**config.mk**
```make
export PLATFORM = sky130hd
export DESIGN_NAME = gfx_clear_flat
export DESIGN_NICKNAME = d
export VERILOG_FILES = /design/src/gfx_pkg.sv /design/src/scope_ifs.sv /design/src/gfx_clear.sv /design/src/flat_wrapper.sv
export VERILOG_INCLUDE_DIRS = /design/src
export SDC_FILE = /design/constraint.sdc
export NUM_CORES = 1
export LEC_CHECK = 0
export ABC_AREA = 0
export BUFFER_PORTS_ARGS = -buffer_cell sky130_fd_sc_hd__buf_2
export CAP_MARGIN = 30
export CORE_MARGIN = 2
export CORE_UTILIZATION = 45
export DETAILED_ROUTE_END_ITERATION = 7
export PLACE_DENSITY = 0.76
export REMOVE_ABC_BUFFERS = 1
export SYNTH_ARGS = -nofsm -noshare
export SYNTH_HDL_FRONTEND = slang
export SYNTH_SLANG_ARGS = --single-unit
```
**constraint.sdc**
```tcl
create_clock -name clk -period 2.45 [get_ports clk]
set_input_delay 0 -clock clk [delete_from_list [all_inputs] [get_ports clk]]
set_output_delay 0 -clock clk [all_outputs]
set_load 0.03 [all_outputs]
```
**src/scope_defs.svh**
```systemverilog
`ifndef SCOPE_DEFS_SVH
`define SCOPE_DEFS_SVH

// adc sample width per axis
`define ADC_BITS 6

// framebuffer size in pixels
`define FB_WIDTH  32
`define FB_HEIGHT 24

// line timing in pixel slots
`define H_FRONT 2
`define H_SYNC  4
`define H_BACK  2
`define H_TOTAL (`FB_WIDTH + `H_FRONT + `H_SYNC + `H_BACK)

// frame timing in lines
`define V_FRONT 1
`define V_SYNC  2
`define V_BACK  3
`define V_TOTAL (`FB_HEIGHT + `V_FRONT + `V_SYNC + `V_BACK)

// per-pass channel decay and wait after the clear
`define FADE_STEP     1
`define SETTLE_CYCLES 8

`endif

```
**src/gfx_pkg.sv**
```systemverilog
`include "scope_defs.svh"

package gfx_pkg;

  // framebuffer coordinates
  typedef logic [$clog2(`FB_WIDTH)-1:0] fb_x_t;
  typedef logic [$clog2(`FB_HEIGHT)-1:0] fb_y_t;
  typedef logic [$clog2(`FB_WIDTH * `FB_HEIGHT)-1:0] fb_addr_t;

  // red nibble high, then green, then blue
  typedef logic [3:0] channel_t;
  typedef logic [3*$bits(channel_t)-1:0] pixel_t;

  typedef enum logic {
    CLEAR_RUN,
    CLEAR_DONE
  } clear_state_t;

  typedef enum logic [1:0] {
    START_CLEAR,
    START_SETTLE,
    START_RUN
  } start_state_t;

endpackage

```
**src/scope_ifs.sv**
```systemverilog


// one pixel write into the framebuffer
interface gfx_pixel_if;
  logic              valid;
  logic              ready;
  gfx_pkg::fb_x_t    x;
  gfx_pkg::fb_y_t    y;
  gfx_pkg::pixel_t   color;

  modport source(
    output valid,
    output x,
    output y,
    output color,
    input  ready
  );
  modport sink(
    input  valid,
    input  x,
    input  y,
    input  color,
    output ready
  );
endinterface

```
**src/gfx_clear.sv**
```systemverilog
`timescale 1ns/1ps
`include "scope_defs.svh"

module gfx_clear (
  input  logic         clk,
  input  logic         reset,
  gfx_pixel_if.source  pix,
  output logic         last
);

  gfx_pkg::clear_state_t state;
  gfx_pkg::fb_x_t        x;
  gfx_pkg::fb_y_t        y;

  logic end_of_line;
  logic end_of_frame;

  assign end_of_line  = x == gfx_pkg::fb_x_t'(`FB_WIDTH - 1);
  assign end_of_frame = end_of_line && (y == gfx_pkg::fb_y_t'(`FB_HEIGHT - 1));

  // raster walk, one step per accepted pixel
  always_ff @(posedge clk) begin
    if (reset) begin
      state <= gfx_pkg::CLEAR_RUN;
      x     <= '0;
      y     <= '0;
    end else if (state == gfx_pkg::CLEAR_RUN && pix.ready) begin
      if (end_of_line) begin
        x <= '0;
        if (end_of_frame) begin
          state <= gfx_pkg::CLEAR_DONE;
        end else begin
          y <= y + 1'b1;
        end
      end else begin
        x <= x + 1'b1;
      end
    end
  end

  assign pix.valid = state == gfx_pkg::CLEAR_RUN;
  assign pix.x     = x;
  assign pix.y     = y;
  // black
  assign pix.color = '0;

  assign last = pix.valid && end_of_frame;

endmodule

```
**src/flat_wrapper.sv**
```systemverilog
// flat-port wrapper written by rule: the top's interface ports become plain ports
module gfx_clear_flat 
  (clk, reset, last, pix_valid, pix_x, pix_y, pix_color, pix_ready);
  gfx_pixel_if pix_i ();
  input  logic clk;
  input  logic reset;
  output logic last;
  output wire logic [$bits(pix_i.valid)-1:0] pix_valid;
  output wire logic [$bits(pix_i.x)-1:0] pix_x;
  output wire logic [$bits(pix_i.y)-1:0] pix_y;
  output wire logic [$bits(pix_i.color)-1:0] pix_color;
  input wire logic [$bits(pix_i.ready)-1:0] pix_ready;
  assign pix_valid = pix_i.valid;
  assign pix_x = pix_i.x;
  assign pix_y = pix_i.y;
  assign pix_color = pix_i.color;
  assign pix_i.ready = pix_ready;
  gfx_clear u_core (.clk(clk), .reset(reset), .pix(pix_i), .last(last));
endmodule
```
# Word level (Yosys, flattened, before mapping)
# Index checks and enable logic that the tools add are counted.
# totals
register_bits	11
inputBits	3
output_inout_bits	24
wordCells	15
# classes
addsub	2
eq_ne	2
muxes	1
bitwise_logic	2
n_reduce_logical	5
# ops
op	count
5-bit by 1-bit adder with 5-bit output (second input constant)	2
5-bit == test (second input constant)	2
3-bit AND reduction	2
5-bit two-way mux	1
1-bit logical AND	3
1-bit inverter	2

# Longest topological paths before layout
# depth
word_depth	4
depth_mapped	7
mapped_depth_nobuf	6

# Least setup slack after synthesis
# Ideal clock, no wire load.
# synth_timing
path_kind	register to register
start	reg u_core.x[0], in the netlist u_core.pix.x[0]
end	reg u_core.y[3], in the netlist u_core.pix.y[3]
setup_ns	0.070
arrival_time_ns	1.994
required_ns	2.380
path_slack_ns	0.385
path_stages_with_launch	8
synth_period_minus_slack_ns	2.065
cell_sequence	dfxtp_1 > ha_1 > and3_1 > ha_1 > buf_2 > nand3b_1 > or4_1 > a21oi_1
# synth_between
elab_chain_len	4
# synth_rtl
item	line	text
from (decl)	gfx_clear.sv:12	gfx_pkg::fb_x_t x;
from (signal assigned)	gfx_clear.sv:36	x <= x + 1'b1;
5-bit == test *	gfx_clear.sv:18	assign end_of_line = x == gfx_pkg::fb_x_t'(`FB_WIDTH - 1);
1-bit logical AND	gfx_clear.sv:19	assign end_of_frame = end_of_line && (y == gfx_pkg::fb_y_t'(`FB_HEIGHT - 1));
1-bit inverter (no source line)	n/a	
3-bit AND reduction (no source line) *	n/a	
to (signal assigned)	gfx_clear.sv:33	y <= y + 1'b1;
to (decl)	gfx_clear.sv:13	gfx_pkg::fb_y_t y;
# Every way passes the cells marked *; elsewhere a longest branch is shown, timed or not.
# A chain may end at the register's enable or synchronous reset.

# Worst setup path after layout
# layout_timing
start	reg u_core.x[0], in the netlist u_core.pix.x[0]
end	reg u_core.y[0], in the netlist u_core.pix.y[0]
# Same word-level chain as after synthesis.

==> flow_summary.ini <==
[drt]
drc = 0
routed_via_density = 5.05
num_vias = 515
firstDrtPassIters = 4
routed_wl_microns = 1110
wl_per_cell_microns = 10.9
first_iter_violations = 5
antenna_left = 0

[clock_network]
cts_setup_buffers = 0
h-tree-depth = 1
postCtsHoldBufs = 0
clk_latency_ps = 270
numCtsBuffers = 3
cts-resized-gates = 0
cts.clk_slew.worst_paths_ps = 70
cts_tree = built
clockBufferDepth = 2
cts_root_buf = clkbuf_4
numClockSinks = 11

[final_layout]
nNetsFinal = 94
fin_util_pct = 51.5
fill_cells = 129
insertedDiodeCount = 0
drive_gt1_share_pct = 24.1
stdcell_count = 102
regArea_sq_um = 220
syn2layout_area_growth_pct = 6.77
multiInputGateArea_sq_um = 328

[setup_path]
worstSetupPathType = reg -> reg
crit_path_end_kind = flop
r2r-end = u_core.pix.y[0]
crit_end = u_core.pix.y[0]
reg2reg_from = u_core.pix.x[0]
r2r_cells = 6
crit_fanout = 10
arrival_ps = 2270
cp.required_ps = 2650
startpoint_type = flop
reg2reg_slack_ps = 380
crit_path_start = u_core.pix.x[0]

[placed_design]
place_inst = 98
portBuffers = 14
place_congestion = 0.746

[synthesis]
yosysSeqAreaShare_pct = 35.1
synth-seq-cells = 11
async_reset_ff_share_pct = 0
yosysWarningCount = 0
synth_area_leader_cell = dfxtp_1
synthDominantCellAreaShare_pct = 35.1
syn_area_per_cell_sq_um = 8.49
synth.distinct_cells = 26
yosys-top-cells-area = dfxtp_1 (35%), buf_4 (14%), a21oi_1 (8.0%)
syn_inst = 74
synth_edf_count = 0
syn-cell-area_sq_um = 628
ys_dominant_reg_cell = dfxtp_1
yosysMostFrequentCell = buf_4
synthTopCellsByCount = buf_4 (12), dfxtp_1 (11), a21oi_1 (10)

[grt]
grt-ovfl-total = 0
grt_antenna_before_repair = 0
globalRouteTotalUtil_pct = 15.2
grt_start_max_net_pins = 12
grt_pass1_vias = 426
grt_first_pass_wirelength_microns = 1690

[min_path]
hp-class = in -> reg

[pwr]
power_leakage_nw = 0.307
p_per_area_nw_per_um2 = 525
peakVddDrop_v = 0.000354

[floorplan]
num_rows = 13
dieArea_sq_um = 1710
io_pins = 27
die_w_microns = 41.4
die_height_microns = 41.4
core_area_sq_um = 1300
start_util_pct = 48.3

[sta]
tns_ps = 0
hold_viol = 0
fin_crit_sh_pct = 84.5
min_period_ps = 2070
hold_ws_ps = 32.3
rsz0062_at_grt = no
finalMaxSlewViolations = 0
setup_violations = 0
timing.fmax_mhz = 483
clock_skew_ps = 7.52

[run]
cap_violations = 0

[outcome]
run_status = finished clean
registers in the layout, summed over array words and instances (netlist names):
register and flops:
u_core.pix.y 5, u_core.pix.x 5, u_core.state 1
cell type report:
type	count	area share, %
Multi-Input combinational cell	56	48.9
Sequential cell	11	32.8
Timing Repair Buffer	14	10.4
Clock buffer	4	3.92
Tap cell	15	2.80
Inverter	2	1.12
kinds of logic (layout without fill, tap and decap cells):
group	count (synthesis)	after routing	synth area share, %
other cells	1	12	0.597
simple gates	22	22	22.5
compound gates	18	18	14.9
buf+inv	18	20	19.3
fa+ha+maj	3	3	5.98
flops	11	11	35.1
mux	1	1	1.59
power breakdown:
part	switching (mW)	internal, mW
logic	0.0377	0.00727
clock network	0.0600	0.0629
registers	0.00329	0.181
total	0.101	0.251
critical path, cell delays in order, from the launching register on:
cell and delay (ps):
dfxtp_1 410, ha_1 200, and3_1 160, ha_1 290
nand3b_1 270, or3_2 490, a21oi_1 180
stage by stage:
step                      total power [mW]  area [sq um]  setup slack, ps
after floorplan                      0.224           556              387
after global placement               0.233           644              509
after detailed placement             0.233           644              398
after CTS                            0.354           671              385
after global routing                 0.365           671              183
final                                0.352           671              379
layer usage:
layer | track usage, % | up-vias | wire, microns
li1 | - | 266 | -
met1 | 20.2 | 228 | 527
met2 | 23.0 | 19 | 516
met3 | 3.19 | 2 | 58
met4 | 8.06 | 0 | 10
met5 | 0 | - | 0
cell usage in the layout (no fill, tap or decap):
| cell | n |
|---|---|
| nand3b_1 | 1 |
| buf_2 | 14 |
| or3_2 | 1 |
| nand2_1 | 2 |
| mux2i_1 | 1 |
| and4b_1 | 1 |
| inv_1 | 2 |
| conb_1 | 12 |
| o21ai_0 | 6 |
| or4_1 | 2 |
| and3_1 | 1 |
| o31ai_1 | 1 |
| nand3_1 | 4 |
| nand2b_1 | 1 |
| clkbuf_1 | 1 |
| or4b_1 | 1 |
| nor2_1 | 2 |
| and3_2 | 1 |
| or3b_2 | 2 |
| clkbuf_4 | 3 |
| a21oi_1 | 10 |
| or3_1 | 3 |
| a31oi_1 | 1 |
| dfxtp_1 | 11 |
| ha_1 | 3 |
how the worst min path moves through the flow:
stage,from,to,cells past startpoint
after floorplan,reset,u_core.pix.x[0],1
after global placement,pix_ready,u_core.state,3
after detailed placement,reset,u_core.pix.x[2],2
after CTS,reset,u_core.pix.y[3],2
after global routing,reset,u_core.pix.y[3],2
final,reset,u_core.pix.y[3],2
Power figures use the tool's default switching activity.
