File: config.mk
export PLATFORM = sky130hd
export DESIGN_NAME = adc_xy_capture_flat
export DESIGN_NICKNAME = d
export VERILOG_FILES = /design/src/adc_pkg.sv /design/src/scope_ifs.sv /design/src/adc_xy_capture.sv /design/src/flat_wrapper.sv
export VERILOG_INCLUDE_DIRS = /design/src
export SDC_FILE = /design/constraint.sdc
export NUM_CORES = 1
export LEC_CHECK = 0
export BUFFER_PORTS_ARGS = -buffer_cell sky130_fd_sc_hd__buf_4
export CORE_AREA = 3 3 40 42
export DETAILED_ROUTE_END_ITERATION = 10
export DIE_AREA = 0 0 43 45
export PLACE_DENSITY = 0.73
export SLEW_MARGIN = 20
export SYNTH_ARGS = -nofsm -noshare
export SYNTH_HDL_FRONTEND = slang
export SYNTH_SLANG_ARGS = --single-unit
File: constraint.sdc
create_clock -name clk -period 1.9 [get_ports clk]
set_input_delay 0.19 -clock clk [delete_from_list [all_inputs] [get_ports clk]]
set_output_delay 0.19 -clock clk [all_outputs]
set_load 0.02 [all_outputs]
File: src/scope_defs.svh
`ifndef SCOPE_DEFS_SVH
`define SCOPE_DEFS_SVH

// adc sample width per axis
`define ADC_BITS 6

// framebuffer size in pixels
`define FB_WIDTH  32
`define FB_HEIGHT 24

// line timing in pixel slots
`define H_FRONT 2
`define H_SYNC  4
`define H_BACK  2
`define H_TOTAL (`FB_WIDTH + `H_FRONT + `H_SYNC + `H_BACK)

// frame timing in lines
`define V_FRONT 1
`define V_SYNC  2
`define V_BACK  3
`define V_TOTAL (`FB_HEIGHT + `V_FRONT + `V_SYNC + `V_BACK)

// per-pass channel decay and wait after the clear
`define FADE_STEP     1
`define SETTLE_CYCLES 8

`endif

File: src/adc_pkg.sv
`include "scope_defs.svh"

package adc_pkg;

  // one axis value from the converter
  typedef logic [`ADC_BITS-1:0] adc_data_t;

  // color bits, red in bit 2, green in bit 1, blue in bit 0
  typedef logic [2:0] adc_rgb_t;

endpackage

File: src/scope_ifs.sv
`timescale 1ns/1ps

// captured adc sample on its way to the drawing path
interface adc_sample_if;
  logic                valid;
  logic                ready;
  adc_pkg::adc_data_t  x;
  adc_pkg::adc_data_t  y;
  adc_pkg::adc_rgb_t   rgb;

  modport source(output valid, output x, output y, output rgb, input ready);
  modport sink(input valid, input x, input y, input rgb, output ready);
endinterface


File: src/adc_xy_capture.sv
`timescale 1ns/1ps

module adc_xy_capture (
  input  logic               clk,
  input  logic               reset,
  input  adc_pkg::adc_data_t adc_x,
  input  adc_pkg::adc_data_t adc_y,
  input  adc_pkg::adc_rgb_t  adc_rgb,
  input  logic               adc_strobe,
  adc_sample_if.source       smp
);

  logic               full;
  adc_pkg::adc_data_t hold_x;
  adc_pkg::adc_data_t hold_y;
  adc_pkg::adc_rgb_t  hold_rgb;

  logic take;
  logic load;

  // sample leaves on the handshake edge
  assign take = full && smp.ready;
  // strobes while full are dropped
  assign load = adc_strobe && !full;

  always_ff @(posedge clk) begin
    if (reset) begin
      full <= 1'b0;
    end else if (load) begin
      full <= 1'b1;
    end else if (take) begin
      full <= 1'b0;
    end
  end

  // payload only
  always_ff @(posedge clk) begin
    if (load) begin
      hold_x   <= adc_x;
      hold_y   <= adc_y;
      hold_rgb <= adc_rgb;
    end
  end

  assign smp.valid = full;
  assign smp.x     = hold_x;
  assign smp.y     = hold_y;
  assign smp.rgb   = hold_rgb;

endmodule

File: src/flat_wrapper.sv
// flat-port wrapper written by rule: the top's interface ports become plain ports
module adc_xy_capture_flat 
  (clk, reset, adc_x, adc_y, adc_rgb, adc_strobe, smp_valid, smp_x, smp_y, smp_rgb, smp_ready);
  adc_sample_if smp_i ();
  input  logic clk;
  input  logic reset;
  input  adc_pkg::adc_data_t adc_x;
  input  adc_pkg::adc_data_t adc_y;
  input  adc_pkg::adc_rgb_t adc_rgb;
  input  logic adc_strobe;
  output wire logic [$bits(smp_i.valid)-1:0] smp_valid;
  output wire logic [$bits(smp_i.x)-1:0] smp_x;
  output wire logic [$bits(smp_i.y)-1:0] smp_y;
  output wire logic [$bits(smp_i.rgb)-1:0] smp_rgb;
  input wire logic [$bits(smp_i.ready)-1:0] smp_ready;
  assign smp_valid = smp_i.valid;
  assign smp_x = smp_i.x;
  assign smp_y = smp_i.y;
  assign smp_rgb = smp_i.rgb;
  assign smp_i.ready = smp_ready;
  adc_xy_capture u_core (.clk(clk), .reset(reset), .adc_x(adc_x), .adc_y(adc_y), .adc_rgb(adc_rgb), .adc_strobe(adc_strobe), .smp(smp_i));
endmodule
# [After elaboration in Yosys (flattened, before gate mapping)]
# Index checks and enable logic that the tools add are counted.
# Widths: inputs -> output; s select.
[classes] magnitude_cmp=0 reduce_logical=4 n_eq_ne=0 div_mod_pow=0 bitwise_logic=0 shift=0 muxes=2 addsub=0 multipliers=0
[ops] op="$logic_and 1x1->1" count=2
[ops] op="$mux 1" count=2
[ops] op="$reduce_bool 2->1" count=1
[ops] op="$logic_not 1->1" count=1
[word_totals] ramBits=0 wordCells=10 latch_bits=0 romBits=0 n_memories=0 input_bits=19 ff_bits=16

# [Depth between registers and ports, before layout]
[logic_depth] word_depth=3 depth_mapped=2 depth_no_buf=2

# [Worst setup path before layout]
# No wires, ideal clock.
[synth_timing] kind="register -> register" startpoint="reg u_core.full (netlist: u_core.smp.valid)" endpoint="reg u_core.hold_rgb[0] (netlist: u_core.smp.rgb[0]), enable pin" t_arrival_ns=0.767 n_path_buf=0 period_less_slack_ns=1.096 slack_ns=0.804 path_stages_with_launch=2 cell_sequence="dfxtp_1 -> and2b_2"
[synth_via] elab_chain_len=2
[synth_rtl] item="from (decl)" line="adc_xy_capture.sv:13" rtl="logic full;"
[synth_rtl] item="from (signal assigned)" line="adc_xy_capture.sv:28" rtl="full <= 1'b0;"
[synth_rtl] item="from (signal assigned)" line="adc_xy_capture.sv:30" rtl="full <= 1'b1;"
[synth_rtl] item="from (signal assigned)" line="adc_xy_capture.sv:32" rtl="full <= 1'b0;"
[synth_rtl] item="$logic_not 1->1" line="adc_xy_capture.sv:24" rtl="assign load = adc_strobe && !full;"
[synth_rtl] item="$logic_and 1x1->1" line="adc_xy_capture.sv:24"
[synth_rtl] item="net u_core.load" line="adc_xy_capture.sv:19" rtl="logic load;"
[synth_rtl] item="to (signal assigned)" line="adc_xy_capture.sv:41" rtl="hold_rgb <= adc_rgb;"
[synth_rtl] item="to (decl)" line="adc_xy_capture.sv:16" rtl="adc_pkg::adc_rgb_t hold_rgb;"
# The timed path passes the listed nets, and every way through them passes these cells.
# A chain may end at the register's enable or synchronous reset.

# [Final worst setup path]
[layout_timing] startpoint="reg u_core.full (netlist: u_core.smp.valid)" endpoint="reg u_core.hold_y[1] (netlist: u_core.smp.y[1]), enable pin"
[layout_via] elab_chain_len=2
[layout_rtl] item="$logic_not 1->1" line="adc_xy_capture.sv:24"
[layout_rtl] item="$logic_and 1x1->1" line="adc_xy_capture.sv:24"
[layout_rtl] item="net u_core.load" line="adc_xy_capture.sv:19"
[layout_rtl] item="to (signal assigned)" line="adc_xy_capture.sv:40" rtl="hold_y <= adc_y;"
[layout_rtl] item="to (decl)" line="adc_xy_capture.sv:15" rtl="adc_pkg::adc_data_t hold_y;"
# The timed path passes the listed nets, and every way through them passes these cells.

==> out/metrics.csv <==
metric,value,unit
status,"complete, no violations",
number of vias per cell,4.389,
Post-Place Setup Slack,817.3,ps
nets,77,
critical path startpoint category,flip-flop,
Hold Crit Depth,2,
post-CTS resize count,0,
crit path DAT,1050,ps
most frequent cells in the layout,"buf_4 (34), edfxtp_1 (15), clkbuf_4 (3)",
"antenna viol nets, final",0,
"Area growth, synth to finish",61.22,%
Die Ht,45,um
critical path data required time,1850,ps
r2r endpoint,u_core.smp.y[1],
min cycle time layout,1096,ps
CP max FO,15,
crit-path max cell delay,430,ps
Synth Instances,19,
1st-iter DRT viols,7,
Leakage Power,0.3387,nW
Hold EP,u_core.smp.valid,
RSZ-0062 raised after global routing,false,
Worst Skew,6.030,ps
reg2reg path depth,1,
pin count of the biggest net entering global routing,16,
Vias,316,
clock sink count,16,
WL final,985,um
Critical Path End Type,flip-flop,
synthesized flop and latch total,16,
Final Worst Setup Slack,803.6,ps
Mapped Nets,38,
die span in x,43,um
Critical Path Source,u_core.smp.valid,
slew of the pin with the lowest slew margin,325.9,ps
CP top delay family,simple AND/OR/NAND/NOR gates,
synthesized area per cell,25.81,sq um
CP max stage cell,and2b_2,
TritonCTS Buffers,3,
Top Ports,35,
FMAX,912.1,MHz
DR pass1 iterations,3,
CTS tree,yes,
Peak VDD IR,0.5156,mV
grt ovf,0,
Worst R2R Start,u_core.smp.valid,
"Clk pin slew, worst setup/hold paths",80,ps
max capacitance violation total,0,
flop-to-flop setup slack,800,ps
# H-tree levels,1,
Hold Buf Count CTS,0,
mux share of post-synthesis cell area,0,%
Final Cycle Share,57.70,%
port buffer count,34,
initial antenna violation count,0,
post-synthesis xor/xnor area fraction,0,%
n_diodes,0,
"commonest non-fill, non-tap cell in the layout",buf_4,
WP depth,1,
post-synth cell types,5,
hold_ws,69.34,ps
largest family of logic cells by synthesized area,simple AND/OR/NAND/NOR gates,
share of cells above drive strength 1,66.67,%
GRT Util Overall,11.04,%
YS warnings,0,
setup violators final,0,
area share of and/or/nand/nor cells after synthesis,2.551,%
Synth Area in Compound Gates,1.531,%
WL per Instance,13.68,um
CP Class,flip-flop to flip-flop,
crit path buf inv count,0,
leading area contributor after synthesis,edfxtp_1,
setup repair bufs after CTS,0,
top cells by area in the synthesized netlist,"edfxtp_1 (92%), dfxtp_1 (4.1%), and2b_2 (1.8%)",
worst min-delay path startpoint,reset,
clk_lat worst skew,280,ps
Initial Util,38.17,%
post-synth top area share,91.84,%
Post-Synth Adder-Cell Area,0,%
row count,13,
vias in the first global route,333,
residual DRC count,0,
Pwr Density,867.3,nW/um^2
crit-path cells,and2b_2,
final hold violations,0,
first-pass GRT wire length,1421,um
gpl congestion,0.6094,
maximum clock path buffer count,2,
setup total negative slack,0,ps
sequential fraction of the synthesis area,95.92,%
die footprint,1935,sq um
CORE AREA,1285,sq um
Mapped Area,490.5,sq um
Max-slew headroom,78.28,%
Hold Path Class,input port to flip-flop,
CTS Root Cell,clkbuf_4,
Slew Limit Fails,0,
[registers in the layout, indices dropped and copies added, names as in the netlist]
register / count
u_core.smp.valid: 1
u_core.smp.y: 6
u_core.smp.x: 6
u_core.smp.rgb: 3
[power breakdown]
group	switching, mW	internal [mW]	leakage [nW]
Clock	0.0952	0.0761	0.0154
Combinational	0.0472	0.0494	0.171
Sequential	0.00715	0.411	0.152
Total	0.150	0.536	0.339
[stage by stage]
stage,cells,util [%],power [mW],cell area [sq um]
6_report,72,61.54,0.6859,790.8
5_1_grt,72,61.54,0.7198,790.8
4_1_cts,72,61.54,0.6993,790.8
3_5_place_dp,68,59.49,0.5237,764.5
3_3_place_gp,68,59.49,0.5217,764.5
2_1_floorplan,19,-,0.4618,490.5
[cells in the mapped netlist]
library cell,instances
edfxtp_1,15
nor2_1,1
dfxtp_1,1
and2b_2,1
a211oi_1,1
[layer usage]
metal  vias to the layer above  global-route usage, %  wire length, um
met5                         -                      0                0
met2                        15                  19.16              592
li1                        150                      -                -
met4                         0                  3.614                0
met1                       151                  10.21              317
met3                         0                  7.968               76
[how the worst max path moves through the flow]
| stage | end | slack (ps) |
|---|---|---|
| finish | u_core.smp.y[1] | 800 |
| detailed placement | u_core.smp.y[4] | 820 |
| CTS | u_core.smp.x[0] | 800 |
| global placement | u_core.smp.y[4] | 840 |
| global route | u_core.smp.y[0] | 740 |
| floorplan | u_core.smp.rgb[0] | 800 |
[kinds of logic (layout without fill, tap and decap cells)]
family,Yosys count,after routing
buffers and inverters,0,38
AND/OR/NAND/NOR,2,2
flip-flops,16,16
AO/OA/AOI/OAI,1,1
[cell type report]
| class | count | area (sq um) |
|---|---|---|
| fillers | 96 | 494.2 |
| flip-flops and latches | 16 | 470.5 |
| repair buffers | 34 | 255.2 |
| clock buffers | 3 | 22.52 |
| multi-input cells | 3 | 20.02 |
| well taps | 15 | 18.77 |
| clock inverters | 1 | 3.754 |
Power figures use the tool's default switching activity.
